--- src/logic/mult_pkg.sv ---
package mult_pkg;

   // Operand width of the multiplier when the top level is not overridden
   parameter int default_width = 16;

   // One Booth digit per bit pair of the multiplier. The extra digit on top
   // sees the last bit pair padded with zeros, so an unsigned operand with its
   // top bit set still ends in a positive digit
   function automatic int booth_groups(input int width);
      return width / 2 + 1;
   endfunction

   // Rows that go into carry-save reduction: one per Booth digit, plus the
   // correction row that holds the negate bits and the sign constant
   function automatic int pp_rows(input int width);
      return booth_groups(width) + 1;
   endfunction

endpackage

--- src/logic/booth_pkg.sv ---
package booth_pkg;

   // Radix-4 Booth digit, i.e. the multiple of the multiplicand that one
   // bit pair of the multiplier selects
   typedef enum logic [2:0] {
      op_zero   = 3'd0,
      op_plus1  = 3'd1,
      op_plus2  = 3'd2,
      op_minus1 = 3'd3,
      op_minus2 = 3'd4
   } booth_op_e;

   // The window is {high bit, middle bit, low bit}, where the low bit is the
   // high bit of the previous pair (zero below the first pair)
   function automatic booth_op_e encode(input logic [2:0] window);
      booth_op_e op;
      case (window)
         3'b001,
         3'b010:  op = op_plus1;
         3'b011:  op = op_plus2;
         3'b100:  op = op_minus2;
         3'b101,
         3'b110:  op = op_minus1;
         // 000 and 111 select nothing
         default: op = op_zero;
      endcase
      return op;
   endfunction

endpackage

--- src/logic/booth_pp_gen.sv ---
`timescale 1ns/1ps

module booth_pp_gen #(
   parameter int width = mult_pkg::default_width
) (
   input  logic                                             clk,
   input  logic                                             rst_n,
   input  logic [width-1:0]                                 mx,
   input  logic [width-1:0]                                 my,
   output logic [mult_pkg::pp_rows(width)-1:0][2*width-1:0] rows
);

   localparam int groups = mult_pkg::booth_groups(width);
   localparam int rows_n = mult_pkg::pp_rows(width);

   // Each row carries only one sign bit, stored inverted above its payload.
   // Every inverted bit is worth 2^(width+1) too much, and this constant takes
   // all of that back at once. Weights at or above 2^(2*width) drop out
   function automatic logic [2*width-1:0] sign_const();
      logic [2*width-1:0] acc;
      logic [2*width-1:0] one;
      acc = '0;
      one = 1;
      for (int j = 0; j < groups; j++) begin
         acc = acc - (one << (width + 1 + 2 * j));
      end
      return acc;
   endfunction

   localparam logic [2*width-1:0] ext_const = sign_const();

   // Signed multiple of my that a digit stands for. A code outside the five
   // digits maps to a value that no window can reach
   function automatic int digit_value(input booth_pkg::booth_op_e op);
      int v;
      case (op)
         booth_pkg::op_zero:   v = 0;
         booth_pkg::op_plus1:  v = 1;
         booth_pkg::op_plus2:  v = 2;
         booth_pkg::op_minus1: v = -1;
         booth_pkg::op_minus2: v = -2;
         default:              v = 3;
      endcase
      return v;
   endfunction

   logic [width+2:0]               mx_ext;
   booth_pkg::booth_op_e           ops [groups];
   logic [groups-1:0]              neg;
   logic [rows_n-1:0][2*width-1:0] rows_d;

   // Zero below bit 0 for the first window and two zeros on top for the
   // extra digit
   assign mx_ext = {2'b00, mx, 1'b0};

   always_comb begin
      logic [width:0]     sel;
      logic [2*width-1:0] row;
      // The last row is the correction row. Its negate bits go in below
      rows_d[rows_n-1] = ext_const;
      for (int j = 0; j < groups; j++) begin
         ops[j] = booth_pkg::encode(mx_ext[2*j+2 -: 3]);
         neg[j] = (ops[j] == booth_pkg::op_minus1) || (ops[j] == booth_pkg::op_minus2);
         case (ops[j])
            booth_pkg::op_plus1,
            booth_pkg::op_minus1: sel = {1'b0, my};
            booth_pkg::op_plus2,
            booth_pkg::op_minus2: sel = {my, 1'b0};
            default:              sel = '0;
         endcase
         // Ones complement here, the +1 of the twos complement sits in the
         // correction row at this row's least significant position
         row = '0;
         row[width+1:0] = {~neg[j], sel ^ {(width + 1){neg[j]}}};
         rows_d[j] = row << (2 * j);
         rows_d[rows_n-1][2*j] = neg[j];
      end
   end

   always_ff @(posedge clk or negedge rst_n) begin
      if (!rst_n) begin
         rows <= '0;
      end else begin
         rows <= rows_d;
      end
   end

   // The digit of a window {h, m, l} is worth m + l - 2h. A wrong or illegal
   // opcode would silently drop or distort a term of the product
   for (genvar j = 0; j < groups; j++) begin : g_op_check
      a_digit_value: assert property (@(posedge clk) disable iff (!rst_n)
         digit_value(ops[j]) ==
            int'(mx_ext[2*j+1]) + int'(mx_ext[2*j]) - 2 * int'(mx_ext[2*j+2]));
   end

endmodule

--- src/logic/csa_tree.sv ---
`timescale 1ns/1ps

module csa_tree #(
   parameter int width = mult_pkg::default_width
) (
   input  logic                                             clk,
   input  logic                                             rst_n,
   input  logic [mult_pkg::pp_rows(width)-1:0][2*width-1:0] rows,
   output logic [2*width-1:0]                               sum_row,
   output logic [2*width-1:0]                               carry_row
);

   localparam int rows_n = mult_pkg::pp_rows(width);

   // Number of Wallace levels: every full group of three rows becomes two
   function automatic int tree_levels(input int n);
      int count;
      int k;
      count = n;
      k = 0;
      while (count > 2) begin
         count = count - count / 3;
         k++;
      end
      return k;
   endfunction

   localparam int levels = tree_levels(rows_n);

   function automatic logic [2*width-1:0] row_total(
      input logic [rows_n-1:0][2*width-1:0] r
   );
      logic [2*width-1:0] acc;
      acc = '0;
      for (int i = 0; i < rows_n; i++) begin
         acc = acc + r[i];
      end
      return acc;
   endfunction

   logic [2*width-1:0] level_rows [rows_n];
   logic [2*width-1:0] next_rows  [rows_n];

   // Only the first count entries of level_rows are live at each level.
   // The row counts depend on width alone, so the loops unroll into a fixed
   // tree of 3:2 compressors
   always_comb begin
      int count;
      int n_full;
      for (int r = 0; r < rows_n; r++) begin
         level_rows[r] = rows[r];
      end
      count = rows_n;
      for (int l = 0; l < levels; l++) begin
         n_full = count / 3;
         next_rows = '{default: '0};
         for (int g = 0; g < rows_n / 3; g++) begin
            if (g < n_full) begin
               next_rows[2*g] = level_rows[3*g] ^ level_rows[3*g+1] ^ level_rows[3*g+2];
               next_rows[2*g+1] = ((level_rows[3*g] & level_rows[3*g+1]) |
                                   (level_rows[3*g] & level_rows[3*g+2]) |
                                   (level_rows[3*g+1] & level_rows[3*g+2])) << 1;
            end
         end
         // Leftover rows of an incomplete group go on to the next level as they are
         for (int r = 0; r < rows_n; r++) begin
            if (r >= 3 * n_full && r < count) begin
               next_rows[r - n_full] = level_rows[r];
            end
         end
         count = count - n_full;
         level_rows = next_rows;
      end
   end

   always_ff @(posedge clk or negedge rst_n) begin
      if (!rst_n) begin
         sum_row   <= '0;
         carry_row <= '0;
      end else begin
         sum_row   <= level_rows[0];
         carry_row <= level_rows[1];
      end
   end

   // The two rows must keep the value of all input rows modulo 2^(2*width),
   // the shifted-out carries included
   a_sum_kept: assert property (@(posedge clk) disable iff (!rst_n)
      $past(rst_n) |-> (sum_row + carry_row) == $past(row_total(rows)));

endmodule

--- src/logic/prefix_adder.sv ---
`timescale 1ns/1ps

module prefix_adder #(
   parameter int width = mult_pkg::default_width
) (
   input  logic                 clk,
   input  logic                 rst_n,
   input  logic [2*width-1:0]   sum_row,
   input  logic [2*width-1:0]   carry_row,
   output logic [2*width-1:0]   product
);

   localparam int levels = $clog2(2 * width);

   logic [2*width-1:0] half;
   logic [2*width-1:0] gen;
   logic [2*width-1:0] prop;
   logic [2*width-1:0] result;

   assign half = sum_row ^ carry_row;

   // Kogge-Stone tree. After level l, gen[i] tells whether bits i down to
   // i-2^(l+1)+1 produce a carry, and prop[i] whether they pass one through
   always_comb begin
      logic [2*width-1:0] gen_prev;
      logic [2*width-1:0] prop_prev;
      gen  = sum_row & carry_row;
      prop = half;
      gen_prev  = gen;
      prop_prev = prop;
      for (int l = 0; l < levels; l++) begin
         gen_prev  = gen;
         prop_prev = prop;
         for (int i = 1 << l; i < 2 * width; i++) begin
            gen[i]  = gen_prev[i] | (prop_prev[i] & gen_prev[i - (1 << l)]);
            prop[i] = prop_prev[i] & prop_prev[i - (1 << l)];
         end
      end
   end

   // gen[i] is now the carry out of bit i, so bit i+1 takes it in.
   // Carry-in is zero and the carry out of the top bit is dropped
   assign result = half ^ {gen[2*width-2:0], 1'b0};

   always_ff @(posedge clk or negedge rst_n) begin
      if (!rst_n) begin
         product <= '0;
      end else begin
         product <= result;
      end
   end

   // An unknown here means an unknown got through both earlier stages
   a_product_known: assert property (@(posedge clk) disable iff (!rst_n)
      !$isunknown(product));

endmodule

--- src/logic/booth_mult.sv ---
`timescale 1ns/1ps

// Unsigned radix-4 Booth multiplier in three pipeline stages. One operand pair
// enters on every edge, and the product leaves the output register after
// passing the row, carry-save and adder registers
module booth_mult #(
   parameter int width = mult_pkg::default_width
) (
   input  logic                 clk,
   input  logic                 rst_n,
   input  logic [width-1:0]     mx,
   input  logic [width-1:0]     my,
   output logic [2*width-1:0]   product
);

   logic [mult_pkg::pp_rows(width)-1:0][2*width-1:0] rows;
   logic [2*width-1:0]                               sum_row;
   logic [2*width-1:0]                               carry_row;

   booth_pp_gen #(
      .width(width)
   ) pp_gen_i (
      .clk   (clk),
      .rst_n (rst_n),
      .mx    (mx),
      .my    (my),
      .rows  (rows)
   );

   csa_tree #(
      .width(width)
   ) csa_i (
      .clk       (clk),
      .rst_n     (rst_n),
      .rows      (rows),
      .sum_row   (sum_row),
      .carry_row (carry_row)
   );

   prefix_adder #(
      .width(width)
   ) adder_i (
      .clk       (clk),
      .rst_n     (rst_n),
      .sum_row   (sum_row),
      .carry_row (carry_row),
      .product   (product)
   );

endmodule

--- config.mk ---
export PLATFORM = sky130hd
export DESIGN_NAME = booth_mult
export DESIGN_NICKNAME = d
export VERILOG_FILES = /design/src/logic/mult_pkg.sv /design/src/logic/booth_pkg.sv /design/src/logic/booth_pp_gen.sv /design/src/logic/csa_tree.sv /design/src/logic/prefix_adder.sv /design/src/logic/booth_mult.sv
export SDC_FILE = /design/constraint.sdc
export NUM_CORES = 1
export LEC_CHECK = 0
export ABC_AREA = 1
export BUFFER_PORTS_ARGS = -buffer_cell sky130_fd_sc_hd__buf_2
export CAP_MARGIN = 20
export CORE_MARGIN = 4
export CORE_UTILIZATION = 50
export CTS_CLUSTER_SIZE = 25
export DETAILED_ROUTE_END_ITERATION = 10
export PLACE_DENSITY = 0.66
export SLEW_MARGIN = 30
export SYNTH_ARGS = -nofsm -noshare
export SYNTH_HDL_FRONTEND = slang
export SYNTH_HIERARCHICAL = 1
export SYNTH_SLANG_ARGS = --single-unit
--- constraint.sdc ---
create_clock -name clk -period 5.7 [get_ports clk]
set_input_delay 0.285 -clock clk [delete_from_list [all_inputs] [get_ports clk]]
set_output_delay 0.285 -clock clk [all_outputs]
set_load 0.01 [all_outputs]
==> results.sh, run 1 <==
export IMPL_met3_usage_pct=4.099
export IMPL_crit_required_ns=6.10
export IMPL_place_congestion=0.8566
export IMPL_synth_top_family_by_area="adder cells"
export IMPL_layout_drive_gt1_share_pct=8.492
export IMPL_grt_pass1_wl_um=76120
export IMPL_grt_max_degree=103
export IMPL_cts_buffer_depth=3
export IMPL_cap_viol_max_count=0
export IMPL_relSlewSlack_pct=41.27
export IMPL_dpl_hpwl_um=34570
export IMPL_vdd_drop_max_mv=0.2635
export IMPL_postCtsSetupRepairBufs=0
export IMPL_synthAdderAreaFrac_pct=25.78
export IMPL_powerDensity_nw_per_um2=502.3
export IMPL_synth_edff_count=0
export IMPL_synthXorXnorAreaFrac_pct=1.237
export IMPL_synthCells=2431
export IMPL_synth_distinct_cells=32
export IMPL_clock_sinks=264
export IMPL_fin_cells=3001
export IMPL_syn_avg_cell_area_um2=8.448
export IMPL_finalCriticalPeriod_ns=3.243
export IMPL_met1_usage_pct=31.34
export IMPL_remaining_drc_errors=0
export IMPL_cp_cell_sequence="inv_1 > fa_1 > inv_1 > fa_1 > inv_1 > fa_1 > inv_1 > fa_1 > fa_1"
export IMPL_via_count=14474
export IMPL_row_count=73
export IMPL_die_h_um=210.7
export IMPL_regToRegEndpoint="csa_i/sum_row[19]$_DFF_PN0_"
export IMPL_timing_rr_start="pp_gen_i/rows[115]$_DFF_PN0_"
export IMPL_drt_iter0_markers=1037
export IMPL_antenna_found_initial=3
export IMPL_netlist_area_um2=20540
export IMPL_slowest_stage="fa_1"
export IMPL_end_kind="register"
export IMPL_dieArea_um2=44380
export IMPL_fin_tns_setup_ns=0
export IMPL_grt_pass1_vias=14592
export IMPL_holdPathEnd="pp_gen_i/rows[298]$_DFF_PN0_"
export IMPL_start_util_pct=51.10
export IMPL_hp_class="primary input to register"
export IMPL_critical_path_max_stage_delay_ns=0.60
export IMPL_min_path_cells=3
export IMPL_clock_tree_root_cell="clkbuf_16"
export IMPL_final_antenna_net_count=0
export IMPL_track_usage_pct=21.57
export IMPL_cts_resized=0
export IMPL_critPathMaxFanout=1
export IMPL_period_share_pct=56.90
export IMPL_fill_cells=3676
export IMPL_fmax_mhz=308.3
export IMPL_hp_start="mx[11]"
export IMPL_crit_path_frequent_cell="fa_1"
export IMPL_synth_seq_cells=264
export IMPL_worst_pin_slew_ns=0.8809
export IMPL_gr_total_overflow=0
export IMPL_wl_per_cell_um=15.45
export IMPL_async_flop_share_pct=100.0
export IMPL_via_per_inst=4.823
export IMPL_ys_warn_count=6
export IMPL_top_usage_layer="met2"
export IMPL_place_inst=2937
export IMPL_ys_dominant_reg_cell="dfrtp_1"
export IMPL_cp_data_arrival_time_ns=3.64
export IMPL_finClkSkew_ns=0.02078
export IMPL_slew_violations=0
export IMPL_dr_pass1_iters=6
export IMPL_clock_latency_ns=0.54
export IMPL_wl_um=46360
export IMPL_reg2reg_depth=9
export IMPL_yosysSeqAreaShare_pct=32.17
export IMPL_r2r_slack_ns=2.46
export IMPL_synth_mux_area_share_pct=0
export IMPL_synth_compound_area_share_pct=1.474
export IMPL_core_region_area_um2=40190
export IMPL_io_pins=66
export IMPL_area_growth_synth_to_final_pct=5.727
export IMPL_numCtsBuffers=34
export IMPL_status="completed"
export IMPL_path_buf_inv=4
export IMPL_cp_top_family="adder cells"
export IMPL_hold_viol_final=0
export IMPL_path_class="register to register"
export IMPL_start_kind="register"
export IMPL_htreeDepth=2
export IMPL_setup_viol=0
export IMPL_port_buffers=65
export IMPL_use_met2_pct=33.71
export IMPL_final_nets=2761
export IMPL_grt_setup_unrepaired="false"
export IMPL_synthSimpleGateAreaFrac_pct=22.86
export IMPL_die_w_um=210.7
export IMPL_clkTransAtPathRegs_ns=0.06
export IMPL_leakage_nw=12.19
export IMPL_ctsHoldBuffers=1
export IMPL_cts_tree="built"
-- cell usage after synthesis (20+ instances only) --
cell type / count / area, µm²
nand2_1: 715 / 2684
xor2_1: 25 / 219.0
nand3_1: 265 / 1326
dfrtp_1: 264 / 6606
nor2_1: 54 / 202.7
nand2_2: 29 / 181.4
inv_1: 454 / 1704
fa_1: 242 / 4845
ha_1: 36 / 450.4
buf_4: 170 / 1276
o21ai_0: 20 / 100.1
buf_2: 35 / 175.2
inv_2: 21 / 78.83
-- through the flow --
stage | utilization, % | hold WS (ns) | cell area (µm²) | power, mW | setup WS [ns]
floorplan | - | -0.01059 | 21070 | 7.179 | 2.697
global placement | 51.06 | 0.3713 | 20520 | 8.559 | 2.514
detailed placement | 51.07 | 0.3876 | 20530 | 8.728 | 2.464
CTS | 54.01 | 0.1141 | 21710 | 11.02 | 2.470
global route | 54.02 | 0.1460 | 21710 | 12.16 | 2.373
finish | 54.03 | 0.1586 | 21710 | 10.91 | 2.457
-- routing by layer --
layer | vias up | share of wire (%)
met4 | 2 | 2.7
met3 | 83 | 8.2
met1 | 6893 | 44
li1 | 6928 | -
met2 | 568 | 45
met5 | - | 0.028
-- kinds of logic after synthesis --
kind of cell    after synthesis
other cells                   3
compound gates               53
buf+inv                     707
xor+xnor                     29
flops                       264
simple gates               1097
fa+ha+maj                   278
-- tightest hold or removal path, cell delays in order --
cell	delay [ns]
buf_2	0.15
inv_2	0.09
nor2_4	0.10
-- final cells by class --
| type | instances | area (µm²) | share of cell area (%) |
|---|---|---|---|
| clock buffer | 42 | 920.9 | 4.241 |
| antenna | 3 | 7.507 | 0.03457 |
| inverter | 478 | 1802 | 8.298 |
| timing repair buffer | 68 | 372.9 | 1.717 |
| tap | 525 | 656.9 | 3.025 |
| clock inverter | 18 | 249.0 | 1.147 |
| sequential | 264 | 6606 | 30.43 |
| multi-input combinational | 1603 | 11100 | 51.11 |
-- state kept, by name (all words and copies together), names as in the netlist --
| signal | flops |
|---|---|
| csa_i/carry_row | 31 |
| csa_i/sum_row | 32 |
| adder_i/product | 32 |
| pp_gen_i/rows | 169 |
-- cells in the final DEF, fill, tap and decap left out, types with 14 or more instances in the layout --
cell type | netlist | routed
dfrtp_1 | 264 | 264
nand2_1 | 715 | 715
clkbuf_16 | 0 | 34
fa_1 | 242 | 242
o21ai_0 | 20 | 20
xor2_1 | 25 | 25
nand2_2 | 29 | 29
nor2_4 | 14 | 14
inv_1 | 454 | 454
inv_2 | 21 | 21
nand3_1 | 265 | 265
ha_1 | 36 | 36
buf_2 | 35 | 64
conb_1 | 3 | 146
nor2_1 | 54 | 54
a21oi_1 | 19 | 19
-- worst max-delay path by stage --
stage                     slack (ns)                          end                          from  depth (start not counted)
after detailed placement        2.46  csa_i/sum_row[19]$_DFF_PN0_  pp_gen_i/rows[115]$_DFF_PN0_                          9
final                           2.46  csa_i/sum_row[19]$_DFF_PN0_  pp_gen_i/rows[115]$_DFF_PN0_                          9
after CTS                       2.47  csa_i/sum_row[19]$_DFF_PN0_  pp_gen_i/rows[115]$_DFF_PN0_                          9
after global placement          2.51  csa_i/sum_row[16]$_DFF_PN0_  pp_gen_i/rows[112]$_DFF_PN0_                          9
after global routing            2.37  csa_i/sum_row[16]$_DFF_PN0_  pp_gen_i/rows[112]$_DFF_PN0_                          9
after floorplan                 2.70  csa_i/sum_row[13]$_DFF_PN0_  pp_gen_i/rows[109]$_DFF_PN0_                          9
-- where the power goes --
part | internal [mW] | switching, mW
Sequential | 2.49 | 0.171
Clock | 1.39 | 0.856
Combinational | 2.33 | 3.68
(Power assumes the default switching activity.)
==> run 2, diff against run 1 <==
==> constraint.sdc (replaced) <==
create_clock -name clk -period 2.99 [get_ports clk]
set_input_delay 0.1495 -clock clk [delete_from_list [all_inputs] [get_ports clk]]
set_output_delay 0.1495 -clock clk [all_outputs]
set_load 0.01 [all_outputs]
==> run 2 against run 1 <==
  * The run now ends with setup timing left
  * Flip-flop and latch count did not move
  * Critical endpoint is now csa_i/sum_row[14]$_DFF_PN0_
  * Register-to-register slack worse by 2.6 ns
  * First-iteration DRC count is 17% higher
  * Via count up 0.18%
  * Core utilization increased by 0.18 points
  * Final cell count about the same
  * Wire length up 0.16%
  * Maximum frequency up 2.2%
  * Combinational power rose by 100%
  * Clock power grew 71%
  * Clock-buffer cell count decreased by 4
==> results.sh, run 2 (same netlist as run 1, synthesis figures left out) <==
export IMPL_status="finished, violations left"
export IMPL_violations="setup timing"
export IMPL_power_frac_clock_pct=18.3
export IMPL_fmax_mhz=315.0
export IMPL_finalCriticalPeriod_ns=3.175
export IMPL_crit_required_ns=3.45
export IMPL_final_nets=2768
export IMPL_layout_common_cells="nand2_1, inv_1, nand3_1, dfrtp_1, fa_1"
export IMPL_finClkSkew_ns=0.02231
export IMPL_critPathMaxFanout=1
export IMPL_grt_pass1_vias=14650
export IMPL_end_kind="register"
export IMPL_path_class="register to register"
export IMPL_placed_cell_area_um2=20570
export IMPL_dr_pass1_iters=6
export IMPL_worst_pin_slew_ns=0.7855
export IMPL_core_region_area_um2=40190
export IMPL_clock_tree_root_cell="clkbuf_16"
export IMPL_grt_pass1_wl_um=76140
export IMPL_die_w_um=210.7
export IMPL_drt_iter0_markers=1209
export IMPL_clock_sinks=264
export IMPL_min_path_cells=3
export IMPL_numCtsBuffers=30
export IMPL_reg2reg_depth=9
export IMPL_leakage_nw=12.08
export IMPL_cts_buffer_depth=3
export IMPL_hold_worst_slack_ns=0.01775
export IMPL_slew_violations=0
export IMPL_setup_viol=37
export IMPL_antenna_found_initial=3
export IMPL_clkTransAtPathRegs_ns=0.06
export IMPL_timing_rr_start="pp_gen_i/rows[174]$_DFF_PN0_"
export IMPL_start_kind="register"
export IMPL_remaining_drc_errors=0
export IMPL_grt_max_degree=78
export IMPL_vdd_drop_max_mv=0.4972
export IMPL_io_pins=66
export IMPL_clock_latency_ns=0.58
export IMPL_wl_per_cell_um=15.48
export IMPL_grt_setup_unrepaired="true"
export IMPL_gr_total_overflow=0
export IMPL_powerDensity_nw_per_um2=959.9
export IMPL_relSlewSlack_pct=47.63
export IMPL_via_per_inst=4.833
export IMPL_hold_viol_final=0
export IMPL_final_area_um2=21790
export IMPL_crit_start="pp_gen_i/rows[174]$_DFF_PN0_"
export IMPL_wl_um=46440
export IMPL_p_int_mw=11.84
export IMPL_via_count=14500
export IMPL_setup_ws_ns=-0.1847
export IMPL_p_sw_mw=9.067
export IMPL_area_growth_synth_to_final_pct=6.080
export IMPL_die_h_um=210.7
export IMPL_top_regs="pp_gen_i/rows: 169 flops, adder_i/product: 32 flops, csa_i/sum_row: 32 flops"
export IMPL_hp_class="primary input to register"
export IMPL_comb_power_share_pct=57.4
export IMPL_track_usage_pct=21.55
export IMPL_period_share_pct=106.2
export IMPL_regToRegEndpoint="csa_i/sum_row[14]$_DFF_PN0_"
export IMPL_cap_viol_max_count=0
export IMPL_htreeDepth=1
export IMPL_cts_tree="built"
export IMPL_dpl_hpwl_um=34620
export IMPL_place_congestion=0.8723
export IMPL_utilization_pct=54.21
export IMPL_cp_data_arrival_time_ns=3.63
export IMPL_r2r_slack_ns=-0.18
export IMPL_antennaDiodeCount=0
export IMPL_cp_endpoint="csa_i/sum_row[14]$_DFF_PN0_"
export IMPL_switching_share_pct=43.36
export IMPL_port_buffers=65
export IMPL_layout_drive_gt1_share_pct=12.04
export IMPL_dieArea_um2=44380
export IMPL_row_count=73
export IMPL_final_antenna_net_count=0
export IMPL_seq_power_share_pct=24.3
export IMPL_fill_cells=3720
export IMPL_layout_commonest_cell="nand2_1"
export IMPL_largest_reg_flops=169
export IMPL_regMostFlops="pp_gen_i/rows"
export IMPL_start_util_pct=51.10
run 2: cell types whose count changed in the layout (fill, tap and decap cells not counted), sizes merged:
| cell | change |
|---|---|
| dlygate4sd3 | +8 |
| clkbuf | -4 |
| inv | -4 |
| buf | +3 |
| diode | -3 |
| bufinv | -1 |
| clkinv | -1 |
| clkinvlp | +1 |
run 2: how the worst min path moves through the flow:
stage / start / end / slack [ns]
floorplan: rst_n / adder_i/product[0]$_DFF_PN0_ / -0.15
global placement: rst_n / adder_i/product[0]$_DFF_PN0_ / 0.17
detailed placement: rst_n / adder_i/product[0]$_DFF_PN0_ / 0.17
CTS: mx[15] / pp_gen_i/rows[287]$_DFF_PN0_ / 0.002
global route: mx[15] / pp_gen_i/rows[280]$_DFF_PN0_ / 0.02
finish: mx[15] / pp_gen_i/rows[287]$_DFF_PN0_ / 0.02
run 2: per-stage QoR:
| stage | setup TNS, ns | power [mW] | std cells | setup slack (ns) |
|---|---|---|---|---|
| after floorplan | -0.1815 | 13.68 | 2574 | -0.01297 |
| after global placement | -2.688 | 16.35 | 2940 | -0.1645 |
| after detailed placement | -3.801 | 16.70 | 2940 | -0.1924 |
| after CTS | -2.984 | 20.81 | 3000 | -0.1928 |
| after global routing | -6.555 | 23.38 | 3000 | -0.2776 |
| final | -3.222 | 20.91 | 3000 | -0.1847 |
run 2: what timing repair did:
item,4_1_cts,5_1_grt
pin swaps,32,35
setup endpoints to repair,49,53
hold buffers,9,0
hold endpoints to repair,83,0
setup buffers,0,0
gates resized for setup,48,44
run 2: critical path: stages, from the launching register on:
cell and delay, ns:
dfrtp_1 0.34, inv_2 0.04, fa_1 0.56, inv_2 0.05
fa_1 0.54, inv_2 0.04, fa_1 0.47, inv_1 0.05
fa_1 0.51, fa_2 0.44
run 2: metal layers:
metal  GRT usage (%)  routed length (µm)  part of all wire, %  vias up
met5               0                  27                0.058        -
met4           6.573                1418                  3.1        4
met3           2.777                3130                  6.7       91
met2           34.02               21060                   45      485
met1           31.61               20800                   45     7005
li1                -                   -                    -     6915
run 2: layout make-up:
class                   instances  area (µm²)  area share (%)
multi-input cells            1603       11190           51.35
flip-flops and latches        264        6606           30.32
inverters                     478        1802           8.270
clock buffers                  38       850.8           3.905
well taps                     525       656.9           3.015
repair buffers                 79       500.5           2.297
clock inverters                13       182.7          0.8385
run 2: power by group through the flow:
stage	Sequential (mW)	Clock (mW)	Combinational (mW)
after floorplan	5.18	0	8.50
after global placement	5.12	0	11.2
after detailed placement	5.14	0	11.6
after CTS	5.09	3.92	11.8
after global routing	5.17	4.06	14.1
final	5.07	3.84	12.0
==> run 3, diff against run 2 <==
--- a/config.mk
+++ b/config.mk
@@ -13,6 +13,7 @@
 export CTS_CLUSTER_SIZE = 25
 export DETAILED_ROUTE_END_ITERATION = 10
 export PLACE_DENSITY = 0.66
+export SKIP_CTS_REPAIR_TIMING = 1
 export SLEW_MARGIN = 30
 export SYNTH_ARGS = -nofsm -noshare
 export SYNTH_HDL_FRONTEND = slang
==> run 3 against run 2 <==
  * The run still ends with setup timing left
  * Clock skew increased by 0.0034 ns
  * Global-route usage shrank 0.12 points
  * Die area unchanged
  * Final cell count decreased by 0.13%
  * Clock-buffer cell count did not move
  * Clock power barely moved
  * Register-to-register slack is essentially flat
  * Maximum frequency decreased by 0.39%
  * Final area decreased by 0.23%
  * Core utilization down 0.12 points
  * Critical path depth fell by 2
  * Largest cell class unchanged
  * Largest power group unchanged
==> results.sh, run 3 (same netlist as run 1, synthesis figures left out) <==
export IMPL_start_kind="register"
export IMPL_dieArea_um2=44380
export IMPL_cap_viol_max_count=0
export IMPL_critPathMaxFanout=1
export IMPL_antenna_found_initial=3
export IMPL_power_total_mw=20.84
export IMPL_layout_commonest_cell="nand2_1"
export IMPL_core_region_area_um2=40190
export IMPL_hp_class="primary input to register"
export IMPL_period_share_pct=106.6
export IMPL_crit_required_ns=3.44
export IMPL_via_per_inst=4.843
export IMPL_grt_pass1_wl_um=75670
export IMPL_port_buffers=65
export IMPL_cp_top_family="adder cells"
export IMPL_final_antenna_net_count=0
export IMPL_setup_viol=38
export IMPL_grt_setup_unrepaired="true"
export IMPL_p_int_mw=11.80
export IMPL_cts_tree="built"
export IMPL_cp_endpoint="csa_i/sum_row[16]$_DFF_PN0_"
export IMPL_timing_rr_start="pp_gen_i/rows[16]$_DFF_PN0_"
export IMPL_power_frac_clock_pct=18.4
export IMPL_layout_common_cells="nand2_1, inv_1, nand3_1, dfrtp_1, fa_1"
export IMPL_path_buf_inv=2
export IMPL_regToRegEndpoint="csa_i/sum_row[16]$_DFF_PN0_"
export IMPL_wl_per_cell_um=15.47
export IMPL_worst_pin_slew_ns=0.8047
export IMPL_finalCriticalPeriod_ns=3.187
export IMPL_fill_cells=3725
export IMPL_clock_sinks=264
export IMPL_grt_max_degree=78
export IMPL_clock_tree_root_cell="clkbuf_16"
export IMPL_remaining_drc_errors=0
export IMPL_final_nets=2764
export IMPL_grt_pass1_vias=14549
export IMPL_drt_iter0_markers=1138
export IMPL_hold_worst_slack_ns=0.01721
export IMPL_top_regs="pp_gen_i/rows: 169 flops, adder_i/product: 32 flops, csa_i/sum_row: 32 flops"
export IMPL_io_pins=66
export IMPL_regMostFlops="pp_gen_i/rows"
export IMPL_clkTransAtPathRegs_ns=0.06
export IMPL_place_congestion=0.8723
export IMPL_vdd_drop_max_mv=0.4935
export IMPL_dpl_hpwl_um=34620
export IMPL_slowest_stage="fa_2"
export IMPL_setup_ws_ns=-0.1971
export IMPL_area_growth_synth_to_final_pct=5.836
export IMPL_htreeDepth=1
export IMPL_clock_latency_ns=0.58
export IMPL_relSlewSlack_pct=46.35
export IMPL_largest_reg_flops=169
export IMPL_dr_pass1_iters=6
export IMPL_layout_drive_gt1_share_pct=11.53
export IMPL_slew_violations=0
export IMPL_start_util_pct=51.10
export IMPL_status="finished, violations left"
export IMPL_critical_path_max_stage_delay_ns=0.57
export IMPL_path_class="register to register"
export IMPL_finClkSkew_ns=0.02574
export IMPL_seq_power_share_pct=24.3
export IMPL_powerDensity_nw_per_um2=959.0
export IMPL_comb_power_share_pct=57.3
export IMPL_violations="setup timing"
export IMPL_r2r_slack_ns=-0.20
export IMPL_die_w_um=210.7
export IMPL_p_sw_mw=9.045
export IMPL_via_count=14510
export IMPL_cts_buffer_depth=3
export IMPL_cp_cell_sequence="fa_1 > fa_1 > inv_2 > fa_1 > inv_2 > fa_2 > fa_2"
export IMPL_switching_share_pct=43.39
export IMPL_reg2reg_depth=7
export IMPL_crit_start="pp_gen_i/rows[16]$_DFF_PN0_"
export IMPL_hold_viol_final=0
export IMPL_crit_path_frequent_cell="fa_1"
export IMPL_cp_data_arrival_time_ns=3.64
export IMPL_track_usage_pct=21.44
export IMPL_end_kind="register"
export IMPL_antennaDiodeCount=0
export IMPL_cp_depth=7
export IMPL_row_count=73
export IMPL_place_ws_ns=-0.1924
export IMPL_fmax_mhz=313.8
export IMPL_leakage_nw=12.08
export IMPL_gr_total_overflow=0
export IMPL_die_h_um=210.7
export IMPL_wl_um=46340
export IMPL_numCtsBuffers=30
run 3: cell count changes in the layout (fill, tap and decap cells not counted), sizes merged:
cell         delta
dlygate4sd3     -4
run 3: layout make-up:
class | count | area [µm²] | share of cell area (%)
multi-input combinational | 1603 | 11180 | 51.42
inverter | 478 | 1802 | 8.289
clock buffer | 38 | 850.8 | 3.914
tap | 525 | 656.9 | 3.022
timing repair buffer | 75 | 460.4 | 2.118
clock inverter | 13 | 182.7 | 0.8404
sequential | 264 | 6606 | 30.39
run 3: power groups by stage:
| stage | clock (mW) | combinational (mW) | sequential, mW |
|---|---|---|---|
| global placement | 0 | 11.2 | 5.12 |
| global route | 4.06 | 14.1 | 5.17 |
| CTS | 3.92 | 11.6 | 5.08 |
| detailed placement | 0 | 11.6 | 5.14 |
| finish | 3.83 | 11.9 | 5.07 |
| floorplan | 0 | 8.50 | 5.18 |
run 3: metal layers:
| layer | track usage [%] | vias up | part of all wire [%] |
|---|---|---|---|
| li1 | - | 6911 | - |
| met1 | 31.38 | 6993 | 44 |
| met2 | 33.78 | 504 | 45 |
| met3 | 2.896 | 98 | 7.2 |
| met4 | 6.573 | 4 | 3.1 |
| met5 | 0 | - | 0.058 |
run 3: through the flow:
stage / instance area [µm²] / setup TNS, ns / util (%) / std cells
floorplan: 21070 / -0.1815 / - / 2574
detailed placement: 20570 / -3.801 / 51.18 / 2940
CTS: 21600 / -4.308 / 53.75 / 2991
finish: 21740 / -3.407 / 54.08 / 2996
global placement: 20570 / -2.688 / 51.18 / 2940
global route: 21740 / -6.941 / 54.08 / 2996
run 3: worst reg2reg max path, cell delays in order, from the launching register on:
cell and delay [ns]:
dfrtp_1 0.38, fa_1 0.52, fa_1 0.56, inv_2 0.04
fa_1 0.52, inv_2 0.04, fa_2 0.57, fa_2 0.42
run 3: worst min path at each step:
stage / start / to / slack [ns] / depth (start not counted)
after detailed placement: rst_n / adder_i/product[0]$_DFF_PN0_ / 0.17 / 1
after global placement: rst_n / adder_i/product[0]$_DFF_PN0_ / 0.17 / 1
after CTS: rst_n / adder_i/product[0]$_DFF_PN0_ / -0.45 / 1
final: mx[9] / pp_gen_i/rows[296]$_DFF_PN0_ / 0.02 / 3
after global routing: mx[9] / pp_gen_i/rows[296]$_DFF_PN0_ / 0.009 / 3
after floorplan: rst_n / adder_i/product[0]$_DFF_PN0_ / -0.15 / 0
